### src/logic/uart_pkg.sv
`default_nettype none

package uart_pkg;

    localparam int clks_per_bit = 8;  // short bit time for simulation.

    typedef logic [7:0]                      uart_byte_t;
    typedef logic [$clog2(clks_per_bit)-1:0] tick_t;

    localparam tick_t mid_tick  = tick_t'(clks_per_bit / 2 - 1);
    localparam tick_t last_tick = tick_t'(clks_per_bit - 1);

    typedef enum logic [1:0] {
        idle,
        start,
        data,
        stop
    } rx_state_t;

endpackage

`default_nettype wire

### src/logic/stream_pkg.sv
`default_nettype none

package stream_pkg;

    localparam int instrument_count = 4;
    localparam int words_per_chunk  = 8;
    localparam int fifo_depth       = 16;

    typedef logic [15:0]                        word_t;
    typedef logic [words_per_chunk*16-1:0]      chunk_t;  // word 0 in bits 15:0.
    typedef logic [23:0]                        chunk_addr_t;
    typedef logic [15:0]                        sample_count_t;
    typedef logic [$clog2(words_per_chunk)-1:0] word_idx_t;
    typedef logic [$clog2(instrument_count+1)-1:0] instrument_idx_t;
    typedef logic [$clog2(fifo_depth)-1:0]      fifo_ptr_t;
    typedef logic [$clog2(fifo_depth):0]        fifo_count_t;

    localparam word_idx_t       last_word       = word_idx_t'(words_per_chunk - 1);
    localparam instrument_idx_t last_instrument = instrument_idx_t'(instrument_count - 1);
    localparam fifo_count_t     fifo_full_count = fifo_count_t'(fifo_depth);

    typedef enum logic [2:0] {
        idle_len_lo,
        len_hi,
        data_lo,
        data_hi,
        done
    } loader_state_t;

endpackage

`default_nettype wire
### src/logic/dram_writer.sv
`timescale 1ns/1ps
`default_nettype none

module dram_writer (
    input  wire                     clk_pixel,
    input  wire                     rst_pixel,
    input  wire                     uart_din,
    input  wire                     video_ready,
    input  wire                     pixel_valid,
    input  wire stream_pkg::word_t  pixel_data,
    input  wire                     pixel_last,
    input  wire                     out_ready,
    output stream_pkg::chunk_addr_t addr_offsets [stream_pkg::instrument_count:0],
    output logic                    addr_offsets_valid,
    output logic                    video_active,
    output logic                    overflow,
    output logic                    out_valid,
    output stream_pkg::chunk_t      out_data,
    output logic                    out_last
);

    uart_pkg::uart_byte_t rx_byte;
    logic                 rx_valid;
    logic                 sample_valid;
    stream_pkg::word_t    sample_data;
    logic                 sample_last;
    logic                 stacker_valid;
    stream_pkg::word_t    stacker_data;
    logic                 stacker_last;
    logic                 stacker_restart;
    logic                 chunk_valid;
    stream_pkg::chunk_t   chunk_data;
    logic                 chunk_last;
    logic                 fifo_full;

    // ========================================================================
    // sample upload
    // ========================================================================

    uart_byte_rx uart_byte_rx_inst (
        .clk_pixel (clk_pixel),
        .rst_pixel (rst_pixel),
        .uart_din  (uart_din),
        .rx_byte   (rx_byte),
        .rx_valid  (rx_valid)
    );

    sample_loader sample_loader_inst (
        .clk_pixel    (clk_pixel),
        .rst_pixel    (rst_pixel),
        .rx_byte      (rx_byte),
        .rx_valid     (rx_valid),
        .sample_valid (sample_valid),
        .sample_data  (sample_data),
        .sample_last  (sample_last),
        .addr_offsets (addr_offsets),
        .load_done    (addr_offsets_valid)  // table complete.
    );

    // ========================================================================
    // chunk path
    // ========================================================================

    write_source_select write_source_select_inst (
        .clk_pixel       (clk_pixel),
        .rst_pixel       (rst_pixel),
        .load_done       (addr_offsets_valid),
        .video_ready     (video_ready),
        .pixel_valid     (pixel_valid),
        .pixel_data      (pixel_data),
        .pixel_last      (pixel_last),
        .sample_valid    (sample_valid),
        .sample_data     (sample_data),
        .sample_last     (sample_last),
        .stacker_valid   (stacker_valid),
        .stacker_data    (stacker_data),
        .stacker_last    (stacker_last),
        .stacker_restart (stacker_restart),
        .video_en        (video_active)
    );

    word_stacker word_stacker_inst (
        .clk_pixel   (clk_pixel),
        .rst_pixel   (rst_pixel),
        .restart     (stacker_restart),
        .in_valid    (stacker_valid),
        .in_data     (stacker_data),
        .in_last     (stacker_last),
        .fifo_full   (fifo_full),
        .chunk_valid (chunk_valid),
        .chunk_data  (chunk_data),
        .chunk_last  (chunk_last),
        .overflow    (overflow)
    );

    chunk_fifo chunk_fifo_inst (
        .clk_pixel (clk_pixel),
        .rst_pixel (rst_pixel),
        .push      (chunk_valid),
        .push_data (chunk_data),
        .push_last (chunk_last),
        .full      (fifo_full),
        .out_valid (out_valid),
        .out_data  (out_data),
        .out_last  (out_last),
        .out_ready (out_ready)
    );

endmodule

`default_nettype wire

### src/logic/chunk_fifo.sv
`timescale 1ns/1ps
`default_nettype none

module chunk_fifo (
    input  wire                     clk_pixel,
    input  wire                     rst_pixel,
    input  wire                     push,
    input  wire stream_pkg::chunk_t push_data,
    input  wire                     push_last,
    output logic                    full,
    output logic                    out_valid,
    output stream_pkg::chunk_t      out_data,
    output logic                    out_last,
    input  wire                     out_ready
);

    stream_pkg::chunk_t      data_mem [stream_pkg::fifo_depth];
    logic                    last_mem [stream_pkg::fifo_depth];
    stream_pkg::fifo_ptr_t   wr_ptr;
    stream_pkg::fifo_ptr_t   rd_ptr;
    stream_pkg::fifo_count_t count;
    logic                    do_push;
    logic                    do_pop;

    assign full      = (count == stream_pkg::fifo_full_count);
    assign out_valid = (count != '0);
    assign out_data  = data_mem[rd_ptr];  // fall-through head.
    assign out_last  = last_mem[rd_ptr];
    assign do_push   = push & ~full;
    assign do_pop    = out_valid & out_ready;

    always_ff @(posedge clk_pixel) begin
        if (do_push) begin
            data_mem[wr_ptr] <= push_data;
            last_mem[wr_ptr] <= push_last;
        end
    end

    always_ff @(posedge clk_pixel) begin
        if (rst_pixel) begin
            wr_ptr <= '0;
            rd_ptr <= '0;
            count  <= '0;
        end else begin
            if (do_push) begin
                wr_ptr <= wr_ptr + 1'b1;  // depth is a power of two.
            end
            if (do_pop) begin
                rd_ptr <= rd_ptr + 1'b1;
            end
            case ({do_push, do_pop})
                2'b10:   count <= count + 1'b1;
                2'b01:   count <= count - 1'b1;
                default: count <= count;
            endcase
        end
    end

endmodule

`default_nettype wire

### src/logic/word_stacker.sv
`timescale 1ns/1ps
`default_nettype none

module word_stacker (
    input  wire                    clk_pixel,
    input  wire                    rst_pixel,
    input  wire                    restart,
    input  wire                    in_valid,
    input  wire stream_pkg::word_t in_data,
    input  wire                    in_last,
    input  wire                    fifo_full,
    output logic                   chunk_valid,
    output stream_pkg::chunk_t     chunk_data,
    output logic                   chunk_last,
    output logic                   overflow
);

    stream_pkg::word_idx_t word_idx;
    stream_pkg::word_idx_t base_idx;
    stream_pkg::chunk_t    shreg;
    stream_pkg::chunk_t    shifted;
    logic                  complete;

    // restart drops the partial chunk, the word on that cycle is word 0.
    assign base_idx = restart ? '0 : word_idx;
    assign shifted  = {in_data, shreg[$bits(stream_pkg::chunk_t)-1:$bits(stream_pkg::word_t)]};
    assign complete = in_valid && (in_last || base_idx == stream_pkg::last_word);

    always_ff @(posedge clk_pixel) begin
        if (rst_pixel) begin
            word_idx    <= '0;
            chunk_valid <= 1'b0;
            overflow    <= 1'b0;
        end else begin
            chunk_valid <= complete;
            overflow    <= overflow | (chunk_valid & fifo_full);  // push lost.
            if (in_valid) begin
                word_idx <= complete ? '0 : base_idx + 1'b1;
            end else if (restart) begin
                word_idx <= '0;
            end
        end
    end

    always_ff @(posedge clk_pixel) begin
        if (in_valid) begin
            shreg <= shifted;
        end
        if (complete) begin
            // align word 0 to the bottom, zeros shift in above the last word.
            chunk_data <= shifted >> {stream_pkg::last_word - base_idx, 4'b0000};
            chunk_last <= in_last;
        end
    end

endmodule

`default_nettype wire

### src/logic/write_source_select.sv
`timescale 1ns/1ps
`default_nettype none

module write_source_select (
    input  wire                    clk_pixel,
    input  wire                    rst_pixel,
    input  wire                    load_done,
    input  wire                    video_ready,
    input  wire                    pixel_valid,
    input  wire stream_pkg::word_t pixel_data,
    input  wire                    pixel_last,
    input  wire                    sample_valid,
    input  wire stream_pkg::word_t sample_data,
    input  wire                    sample_last,
    output logic                   stacker_valid,
    output stream_pkg::word_t      stacker_data,
    output logic                   stacker_last,
    output logic                   stacker_restart,
    output logic                   video_en
);

    logic enable_req;

    assign enable_req = load_done & video_ready;

    always_ff @(posedge clk_pixel) begin
        if (rst_pixel) begin
            video_en        <= 1'b0;
            stacker_restart <= 1'b0;
        end else begin
            video_en        <= video_en | enable_req;  // sticky.
            stacker_restart <= enable_req & ~video_en;  // first cycle only.
        end
    end

    always_comb begin
        if (video_en) begin
            stacker_valid = pixel_valid;
            stacker_data  = pixel_data;
            stacker_last  = pixel_last;
        end else begin
            stacker_valid = sample_valid;
            stacker_data  = sample_data;
            stacker_last  = sample_last;
        end
    end

endmodule

`default_nettype wire

### src/logic/sample_loader.sv
`timescale 1ns/1ps
`default_nettype none

module sample_loader (
    input  wire                     clk_pixel,
    input  wire                     rst_pixel,
    input  wire uart_pkg::uart_byte_t rx_byte,
    input  wire                     rx_valid,
    output logic                    sample_valid,
    output stream_pkg::word_t       sample_data,
    output logic                    sample_last,
    output stream_pkg::chunk_addr_t addr_offsets [stream_pkg::instrument_count:0],
    output logic                    load_done
);

    stream_pkg::loader_state_t   state;
    stream_pkg::instrument_idx_t inst_idx;
    stream_pkg::sample_count_t   remaining;
    stream_pkg::word_idx_t       word_idx;
    stream_pkg::chunk_addr_t     chunk_cnt;
    stream_pkg::chunk_addr_t     chunk_next;
    uart_pkg::uart_byte_t        byte_lo;
    logic                        inst_end;

    // ========================================================================
    // chunk accounting
    // ========================================================================

    always_comb begin
        inst_end   = 1'b0;
        chunk_next = chunk_cnt;
        if (rx_valid && state == stream_pkg::len_hi) begin
            inst_end = ({rx_byte, byte_lo} == '0);  // empty instrument.
        end
        if (rx_valid && state == stream_pkg::data_hi) begin
            inst_end = (remaining == stream_pkg::sample_count_t'(1));
            // padded tail chunk counts as a whole chunk.
            if (inst_end || word_idx == stream_pkg::last_word) begin
                chunk_next = chunk_cnt + 1'b1;
            end
        end
    end

    // ========================================================================
    // byte stream parser
    // ========================================================================

    always_ff @(posedge clk_pixel) begin
        if (rst_pixel) begin
            state        <= stream_pkg::idle_len_lo;
            inst_idx     <= '0;
            word_idx     <= '0;
            chunk_cnt    <= '0;
            sample_valid <= 1'b0;
            load_done    <= 1'b0;
            for (int i = 0; i <= stream_pkg::instrument_count; i++) begin
                addr_offsets[i] <= '0;
            end
        end else begin
            sample_valid <= 1'b0;
            chunk_cnt    <= chunk_next;
            if (rx_valid) begin
                case (state)
                    stream_pkg::idle_len_lo: begin
                        byte_lo <= rx_byte;
                        state   <= stream_pkg::len_hi;
                    end
                    stream_pkg::len_hi: begin
                        remaining              <= {rx_byte, byte_lo};
                        addr_offsets[inst_idx] <= chunk_cnt;  // start of this instrument.
                        word_idx               <= '0;
                        state                  <= stream_pkg::data_lo;
                    end
                    stream_pkg::data_lo: begin
                        byte_lo <= rx_byte;
                        state   <= stream_pkg::data_hi;
                    end
                    stream_pkg::data_hi: begin
                        sample_valid <= 1'b1;
                        sample_data  <= {rx_byte, byte_lo};
                        sample_last  <= inst_end;
                        remaining    <= remaining - 1'b1;
                        word_idx     <= word_idx + 1'b1;
                        state        <= stream_pkg::data_lo;
                    end
                    default: ;  // done ignores further bytes.
                endcase
                if (inst_end) begin
                    if (inst_idx == stream_pkg::last_instrument) begin
                        addr_offsets[stream_pkg::instrument_count] <= chunk_next;  // total.
                        load_done <= 1'b1;
                        state     <= stream_pkg::done;
                    end else begin
                        inst_idx <= inst_idx + 1'b1;
                        state    <= stream_pkg::idle_len_lo;
                    end
                end
            end
        end
    end

endmodule

`default_nettype wire

### src/logic/uart_byte_rx.sv
`timescale 1ns/1ps
`default_nettype none

module uart_byte_rx (
    input  wire                  clk_pixel,
    input  wire                  rst_pixel,
    input  wire                  uart_din,
    output uart_pkg::uart_byte_t rx_byte,
    output logic                 rx_valid
);

    logic [1:0]           din_sync;
    uart_pkg::rx_state_t  state;
    uart_pkg::tick_t      tick_cnt;
    logic [2:0]           bit_idx;
    uart_pkg::uart_byte_t shift;

    assign rx_byte = shift;

    always_ff @(posedge clk_pixel) begin
        if (rst_pixel) begin
            din_sync <= 2'b11;  // line idles high.
            state    <= uart_pkg::idle;
            tick_cnt <= '0;
            bit_idx  <= '0;
            rx_valid <= 1'b0;
        end else begin
            din_sync <= {din_sync[0], uart_din};
            rx_valid <= 1'b0;
            tick_cnt <= tick_cnt + 1'b1;
            case (state)
                uart_pkg::idle: begin
                    tick_cnt <= '0;
                    if (!din_sync[1]) begin
                        state <= uart_pkg::start;  // falling start edge.
                    end
                end
                uart_pkg::start: begin
                    if (tick_cnt == uart_pkg::mid_tick) begin
                        tick_cnt <= '0;
                        bit_idx  <= '0;
                        state    <= din_sync[1] ? uart_pkg::idle : uart_pkg::data;
                    end
                end
                uart_pkg::data: begin
                    if (tick_cnt == uart_pkg::last_tick) begin
                        tick_cnt <= '0;
                        shift    <= {din_sync[1], shift[7:1]};  // lsb first.
                        bit_idx  <= bit_idx + 1'b1;
                        if (bit_idx == 3'd7) begin
                            state <= uart_pkg::stop;
                        end
                    end
                end
                uart_pkg::stop: begin
                    if (tick_cnt == uart_pkg::last_tick) begin
                        rx_valid <= din_sync[1];  // drop framing errors.
                        state    <= uart_pkg::idle;
                    end
                end
                default: state <= uart_pkg::idle;
            endcase
        end
    end

endmodule

`default_nettype wire

### config.mk
export PLATFORM = sky130hd
export DESIGN_NAME = dram_writer
export DESIGN_NICKNAME = d
export VERILOG_FILES = /design/src/logic/uart_pkg.sv /design/src/logic/stream_pkg.sv /design/src/logic/dram_writer.sv /design/src/logic/chunk_fifo.sv /design/src/logic/word_stacker.sv /design/src/logic/write_source_select.sv /design/src/logic/sample_loader.sv /design/src/logic/uart_byte_rx.sv
export SDC_FILE = /design/constraint.sdc
export NUM_CORES = 2
export LEC_CHECK = 0
export BUFFER_PORTS_ARGS = -buffer_cell sky130_fd_sc_hd__buf_2
export CAP_MARGIN = 30
export CELL_PAD_IN_SITES_DETAIL_PLACEMENT = 1
export CELL_PAD_IN_SITES_GLOBAL_PLACEMENT = 1
export CORE_ASPECT_RATIO = 1.5
export CORE_UTILIZATION = 45
export CTS_BUF_LIST = sky130_fd_sc_hd__clkbuf_16
export DETAILED_ROUTE_END_ITERATION = 16
export GPL_TIMING_DRIVEN = 1
export PLACE_DENSITY = 0.66
export SYNTH_ARGS = -nofsm -noshare
export SYNTH_HDL_FRONTEND = slang
export SYNTH_HIERARCHICAL = 1
export SYNTH_SLANG_ARGS = --single-unit
### constraint.sdc
create_clock -name clk_pixel -period 16.5 [get_ports clk_pixel]
set_clock_uncertainty 0.1 [all_clocks]
set_input_delay 0.825 -clock clk_pixel [delete_from_list [all_inputs] [get_ports clk_pixel]]
set_output_delay 0.825 -clock clk_pixel [all_outputs]
set_load 0.05 [all_outputs]
# == Word level (Yosys, flattened, before mapping) ==
# Memory sizes are Yosys's and may differ from the RTL's. A register that Yosys moved wholly into a read port is not among the register bits.
# Cells that the tools add are included.
# Widths: inputs -> output; s select.
# op_classes
n_addsub,12
order_cmp,2
n_eq_ne,21
n_shift,1
muxes,42
n_bitwise,14
reduce_logical,29
# ops
op,count
$shr 128x7->128,1
$bwmux 120,1
$mux 120,1
$mux 24,5
$demux 24 s3,1
$pmux 16 s2,1
$mux 3,9
$add 24x1->24 const B,1
$reduce_and 3->1,7
$pmux 3 s3,2
$eq 16x1->1 const B,1
$logic_not 16->1,1
$mux 16,1
$mux 4,4
$sub 16x1->16 const B,1
$add 3x1->3 const B,5
$eq 3x2->1 const B,4
$eq 3x3->1 const B,4
$mux 2,6
$pmux 3 s2,2
$pmux 5 s2,1
$add 4x1->4 const B,2
$ne 2x1->1 const B,4
$pmux 2 s4,1
other kinds (25),55
# word_totals
ff_bits,492
ram_bits,2064
output_inout_bits,253
wordCells,155
mem_count,2
# memory_table
name,depth,word_bits,rd,rd_clocked_by_memory_dff,write_ports,line_no,rtl
chunk_fifo_inst.data_mem,16,128,1,1,1,chunk_fifo.sv:17,stream_pkg::chunk_t data_mem [stream_pkg::fifo_depth];
chunk_fifo_inst.last_mem,16,1,1,1,1,chunk_fifo.sv:18,logic last_mem [stream_pkg::fifo_depth];

# == Longest topological paths before layout ==
# logic_depth
ltp_word,8
depth_mapped,11

# == By module ==
# Netlist, hierarchy kept.
# modules_own_cells
mod,instances,cells_per_inst,area_each_um2,seq_area_each_um2
chunk_fifo,1,3174,78597.9,62319.8
word_stacker,1,813,11245.8,7337.0
sample_loader,1,851,8147.8,4334.2
uart_byte_rx,1,59,769.5,460.4
write_source_select,1,26,350.3,40.0

# == Worst setup path after synthesis ==
# Ideal clock, no wire load.
# synth_timing
kind,reg-to-reg
from,reg chunk_fifo_inst.count[2]
to,mem chunk_fifo_inst/data_mem[3][0] (netlist bit) (enable)
setup_ps,774
arrival_time_ps,10050
required_ps,15626
slack_ps,5576
path_stages_with_launch,6
path_buffers,1
path_cell_list,dfxtp_1 > clkbuf_1 > nor4_4 > a21boi_1 > nand2_1 > nor3_1
# synth_between
elab_chain_len,5
# synth_rtl
item,line_no,rtl
"start, declared",chunk_fifo.sv:21,stream_pkg::fifo_count_t count;
"start signal, assigned",chunk_fifo.sv:52,2'b10: count <= count + 1'b1;
"start signal, assigned",chunk_fifo.sv:53,2'b01: count <= count - 1'b1;
"start signal, assigned",chunk_fifo.sv:54,default: count <= count;
$eq 5x5->1,chunk_fifo.sv:25,assign full = (count == stream_pkg::fifo_full_count);
$not 1->1,chunk_fifo.sv:29,assign do_push = push & ~full;
$and 1x1->1,chunk_fifo.sv:29,
$mux 1,chunk_fifo.sv:33,if (do_push) begin
$mux 1 (implied by the code),chunk_fifo.sv:34,data_mem[wr_ptr] <= push_data;
"end, declared",chunk_fifo.sv:17,
# Every way passes these cells.

==> flow_summary.html <==
<table>
<tr><th>Metric</th><th>Value</th></tr>
<tr><th colspan="2">Synthesis</th></tr>
<tr><td>Count of flip-flops with a built-in enable after synthesis</td><td>2354</td></tr>
<tr><td>#FFs+latches synth</td><td>2544</td></tr>
<tr><td>Count of unique library cells instantiated by Yosys</td><td>83</td></tr>
<tr><td>Fraction of the yosys area taken by sequential cells</td><td>75.2%</td></tr>
<tr><td>Number of instances in the synthesized netlist</td><td>4923</td></tr>
<tr><td>Fraction of registers with async set or reset after synthesis</td><td>0%</td></tr>
<tr><td>Total number of yosys warnings</td><td>6</td></tr>
<tr><td>Mapped cell area</td><td>0.0991 sq mm</td></tr>
<tr><td>Primary flip-flop cell chosen by synthesis mapping</td><td>edfxtp_1</td></tr>
<tr><td>Mean instance size in the synthesized netlist</td><td>20.1 sq um</td></tr>
<tr><td>Syn nets</td><td>4967</td></tr>
<tr><th colspan="2">Worst setup path</th></tr>
<tr><td>Critical path class</td><td>reg -&gt; out</td></tr>
<tr><td>R2r startpoint</td><td>word_stacker_inst/word_idx[0]</td></tr>
<tr><td>Arrival time at the worst endpoint</td><td>5480 ps</td></tr>
<tr><td>Required arrival time at the worst endpoint</td><td>15570 ps</td></tr>
<tr><td>Worst r2r dst</td><td>word_stacker_inst/chunk_data[9]</td></tr>
<tr><td>Total buffers and inverters traversed by the critical path</td><td>4</td></tr>
<tr><td>CP endpoint kind</td><td>output port</td></tr>
<tr><td>Crit path cell chain</td><td>buf_4 &gt; buf_4 &gt; buf_4 &gt; mux4_2 &gt; mux4_2 &gt; buf_2</td></tr>
<tr><td>Library cell appearing most often on the critical path</td><td>buf_4</td></tr>
<tr><td>Largest fanout on the critical path</td><td>40</td></tr>
<tr><td>Biggest cell delay along the critical path</td><td>930 ps</td></tr>
<tr><td>Slack of the worst reg-to-reg path</td><td>11400 ps</td></tr>
<tr><td>Gate family responsible for the most delay along the worst path</td><td>buffers and inverters</td></tr>
<tr><td>Critical path's slowest cell</td><td>dfxtp_4</td></tr>
<tr><td>Sort of element at the start of the critical path</td><td>flip-flop</td></tr>
<tr><td>Cell depth of the worst flop-to-flop path</td><td>8</td></tr>
<tr><th colspan="2">Placed design</th></tr>
<tr><td>Final weighted congestion in routability-driven placement</td><td>0.803</td></tr>
<tr><td>DP Worst Slack</td><td>10600 ps</td></tr>
<tr><td># port buffers</td><td>275</td></tr>
<tr><td>Placed standard-cell area</td><td>0.104 sq mm</td></tr>
<tr><td>Final HPWL DP</td><td>145000 microns</td></tr>
<tr><td>Placed cell count</td><td>7868</td></tr>
<tr><th colspan="2">Drt</th></tr>
<tr><td>Detailed-route vias per instance</td><td>5.96</td></tr>
<tr><td>Detailed-router iteration count before antenna repair</td><td>5</td></tr>
<tr><td>Post-detailed-route wirelength per cell</td><td>30.9 microns</td></tr>
<tr><td>Routed Antenna Nets</td><td>0</td></tr>
<tr><td>Drt drc</td><td>0</td></tr>
<tr><td>Total Routed Length</td><td>256000 microns</td></tr>
<tr><td>Via total after detailed routing</td><td>49505</td></tr>
<tr><td>1st-iter DRT viols</td><td>3814</td></tr>
<tr><th colspan="2">Finish</th></tr>
<tr><td>Total number of nets in the final design</td><td>5291</td></tr>
<tr><td>Area delta synth-&gt;final</td><td>12.4%</td></tr>
<tr><td>Final cell area excluding filler cells</td><td>0.111 sq mm</td></tr>
<tr><td>Area taken by flip-flops and latches</td><td>0.0745 sq mm</td></tr>
<tr><td>Filler cell count</td><td>19601</td></tr>
<tr><td>Fraction of final layout cells sized beyond drive strength 1</td><td>26.4%</td></tr>
<tr><td>Multi-input gate area in the final layout</td><td>0.0232 sq mm</td></tr>
<tr><td>Final cell count without fillers</td><td>8303</td></tr>
<tr><td>Utilization after layout</td><td>50.9%</td></tr>
<tr><th colspan="2">STA</th></tr>
<tr><td>Setup slack of the critical path after layout</td><td>10090 ps</td></tr>
<tr><td>Worst slew margin relative to its limit</td><td>30.1%</td></tr>
<tr><td>Final Hold Vio Count</td><td>0</td></tr>
<tr><td>Pin slew with the least headroom to its limit</td><td>1050 ps</td></tr>
<tr><td>Number of slew-limit violations in the final report</td><td>0</td></tr>
<tr><td>Share of the clock period used by the worst path after layout</td><td>38.8%</td></tr>
<tr><td>Top achievable clock speed</td><td>156 MHz</td></tr>
<tr><td>Final-report setup violation count</td><td>0</td></tr>
<tr><td>RSZ-0062 raised after global routing</td><td>no</td></tr>
<tr><td>Min Clock Period, post-route</td><td>6410 ps</td></tr>
<tr><td>Final total negative setup slack</td><td>0 ps</td></tr>
<tr><th colspan="2">Floorplanning</th></tr>
<tr><td># rows</td><td>210</td></tr>
<tr><td>Die Outline Area</td><td>0.222 sq mm</td></tr>
<tr><td>Effective utilization at floorplan</td><td>45.3%</td></tr>
<tr><td>Area of the core region</td><td>0.219 sq mm</td></tr>
<tr><td>Overall die width</td><td>385 microns</td></tr>
<tr><td>Number of I/O pins</td><td>276</td></tr>
<tr><td>DIE HEIGHT</td><td>577 microns</td></tr>
<tr><th colspan="2">Clocking</th></tr>
<tr><td>CTS tree</td><td>done</td></tr>
<tr><td>Clock input transition at the sequential cells of the worst setup and hold paths</td><td>70 ps</td></tr>
<tr><td>Clock Tree Root</td><td>clkbuf_16</td></tr>
<tr><td>CTS buffer count</td><td>233</td></tr>
<tr><td>Later-pin clock latency in the skew report</td><td>890 ps</td></tr>
<tr><td>Number of buffers added for setup after CTS</td><td>0</td></tr>
<tr><td>Maximum level of the CTS H-tree</td><td>4</td></tr>
<tr><td>Maximum number of buffers from clock root to sink</td><td>4</td></tr>
<tr><td>Sink count of the clock tree</td><td>2544</td></tr>
<tr><th colspan="2">GRT</th></tr>
<tr><td>Total grt overflow</td><td>0</td></tr>
<tr><td>Vias in the first global route</td><td>52954</td></tr>
<tr><td>Pin count of the biggest net entering global routing</td><td>132</td></tr>
<tr><td>First-pass GRT wire length</td><td>372000 microns</td></tr>
<tr><td>GRT Overall Usage</td><td>23.1%</td></tr>
<tr><td>Number of antenna violations at the first check in global routing</td><td>30</td></tr>
<tr><th colspan="2">Worst hold path</th></tr>
<tr><td>Hold path start</td><td>video_ready</td></tr>
<tr><td>HP Class</td><td>in -&gt; reg</td></tr>
<tr><td>Endpoint with the worst hold slack</td><td>write_source_select_inst/video_en</td></tr>
<tr><td>Cells on Worst Hold Path</td><td>3</td></tr>
<tr><th colspan="2">Job</th></tr>
<tr><td>Max_cap viols</td><td>0</td></tr>
<tr><th colspan="2">Pwr</th></tr>
<tr><td>Total leakage power</td><td>34.6 nW</td></tr>
<tr><td>IR Drop Worst-Case VDD</td><td>0.0833 mV</td></tr>
<tr><td>Pwr Density</td><td>110 mW/mm^2</td></tr>
<tr><th colspan="2">Outcome</th></tr>
<tr><td>Run status</td><td>finished, final reports clean</td></tr>
</table>
## registers in the layout, indices dropped and copies added, names as in the netlist, 8 cells and up, named ones only
register / count
sample_loader_inst/sample_data: 16
sample_loader_inst/addr_offsets: 120
sample_loader_inst/byte_lo: 8
sample_loader_inst/remaining: 16
uart_byte_rx_inst/rx_byte: 8
sample_loader_inst/chunk_cnt: 24
word_stacker_inst/chunk_data: 128
word_stacker_inst/shreg: 112
chunk_fifo_inst/data_mem: 2048
chunk_fifo_inst/last_mem: 16
## logic make-up after synthesis
group                    share of synthesized area, %
AO/OA/AOI/OAI                                    2.90
XOR/XNOR                                        0.407
adder cells (fa/ha/maj)                         0.265
buffers and inverters                            1.57
flip-flops                                       75.2
multiplexers                                     16.2
AND/OR/NAND/NOR                                  3.49
## tightest hold or removal path, stage by stage
cell and delay, ps:
buf_2 90, a21oi_1 60, nor2_1 70
## layout by cell type (no fill, tap or decap), drive strengths merged, types with 5 or more instances in the layout
cell type | synthesis | layout
a22oi | 8 | 8
nor3b | 8 | 8
nor2 | 142 | 142
nor3 | 22 | 22
dfxtp | 190 | 190
nand4 | 11 | 11
a22o | 17 | 17
clkinvlp | 0 | 15
nand3b | 6 | 6
a211oi | 85 | 85
buf | 149 | 392
a21oi | 189 | 189
o21ai | 30 | 30
xor2 | 9 | 9
diode | 0 | 10
xnor2 | 37 | 37
o2bb2ai | 9 | 9
clkbuf | 153 | 236
clkinv | 1 | 97
o221ai | 32 | 32
o22ai | 23 | 23
nor2b | 78 | 78
mux2i | 206 | 206
and4 | 5 | 5
a31oi | 9 | 9
ha | 21 | 21
nand2 | 298 | 298
and2 | 37 | 37
nand2b | 15 | 15
edfxtp | 2354 | 2354
inv | 20 | 68
nor4 | 26 | 26
bufinv | 0 | 24
mux4 | 592 | 592
and3 | 17 | 17
mux2 | 53 | 53
nand3 | 16 | 16
## layout make-up
type | count | share of cell area, %
sequential | 2544 | 66.9
multi-input combinational | 2054 | 20.8
clock buffer | 236 | 5.30
tap | 2862 | 3.22
timing repair buffer | 393 | 2.32
clock inverter | 183 | 1.31
inverter | 21 | 0.0753
antenna | 10 | 0.0225
## how the worst max path moves through the flow
stage / end / depth (start not counted) / slack (ps) / startpoint
floorplan: chunk_fifo_inst/data_mem[3][0] / 5 / 5580 / chunk_fifo_inst/count[2]
global placement: out_data[17] / 8 / 10600 / flip-flop
detailed placement: out_data[17] / 8 / 10600 / flip-flop
CTS: out_data[17] / 8 / 9640 / flip-flop
global route: out_data[44] / 6 / 9630 / flip-flop
finish: out_data[44] / 6 / 10090 / flip-flop
## stage by stage
step | hold slack (ps) | total power, mW
after floorplan | 289 | 7.08
after global placement | 301 | 7.09
after detailed placement | 308 | 7.09
after CTS | 26.8 | 12.4
after global routing | 65.6 | 12.6
final | 87.9 | 12.3
## cell usage after synthesis (11+ instances only)
library cell | n | area (sq um)
nor4_1 | 11 | 68.8
o21ai_0 | 28 | 140
mux2_4 | 18 | 270
nor3_1 | 20 | 100
nor4_2 | 11 | 138
dfxtp_1 | 190 | 3800
xnor2_1 | 37 | 324
mux4_2 | 592 | 13300
o22ai_1 | 22 | 138
nand3_1 | 15 | 75.1
buf_1 | 18 | 67.6
ha_1 | 21 | 263
buf_2 | 106 | 531
clkbuf_1 | 150 | 563
nand2b_1 | 15 | 93.8
inv_1 | 17 | 63.8
edfxtp_1 | 2354 | 70700
o221ai_1 | 23 | 201
nand2_1 | 297 | 1110
a211oi_1 | 85 | 638
nor2_1 | 142 | 533
nor2b_1 | 78 | 488
a21oi_1 | 189 | 946
mux2i_1 | 205 | 2050
and2_1 | 37 | 231
a22o_1 | 17 | 149
nand4_1 | 11 | 68.8
buf_6 | 18 | 203
and3_1 | 16 | 100
mux2_2 | 32 | 360
## metal layers
| metal | global-route usage (%) | vias up | share of wire (%) |
|---|---|---|---|
| met5 | 0 | - | 0.064 |
| met4 | 6.11 | 26 | 2.7 |
| met3 | 3.76 | 395 | 5.3 |
| met2 | 40.0 | 1352 | 51 |
| met1 | 30.2 | 26998 | 41 |
| li1 | - | 20734 | - |
## power by group
group          switching, mW  internal, mW
combinational         0.0106       0.00422
sequential          0.000467          6.93
clock                   2.38          2.96
total                   2.39          9.89
## repair_timing
item | in CTS | in global routing
hold buffers | 1 | 0
resized for setup | 0 | 0
hold endpoints to repair | 1 | 0
Power figures use the tool's default switching activity.
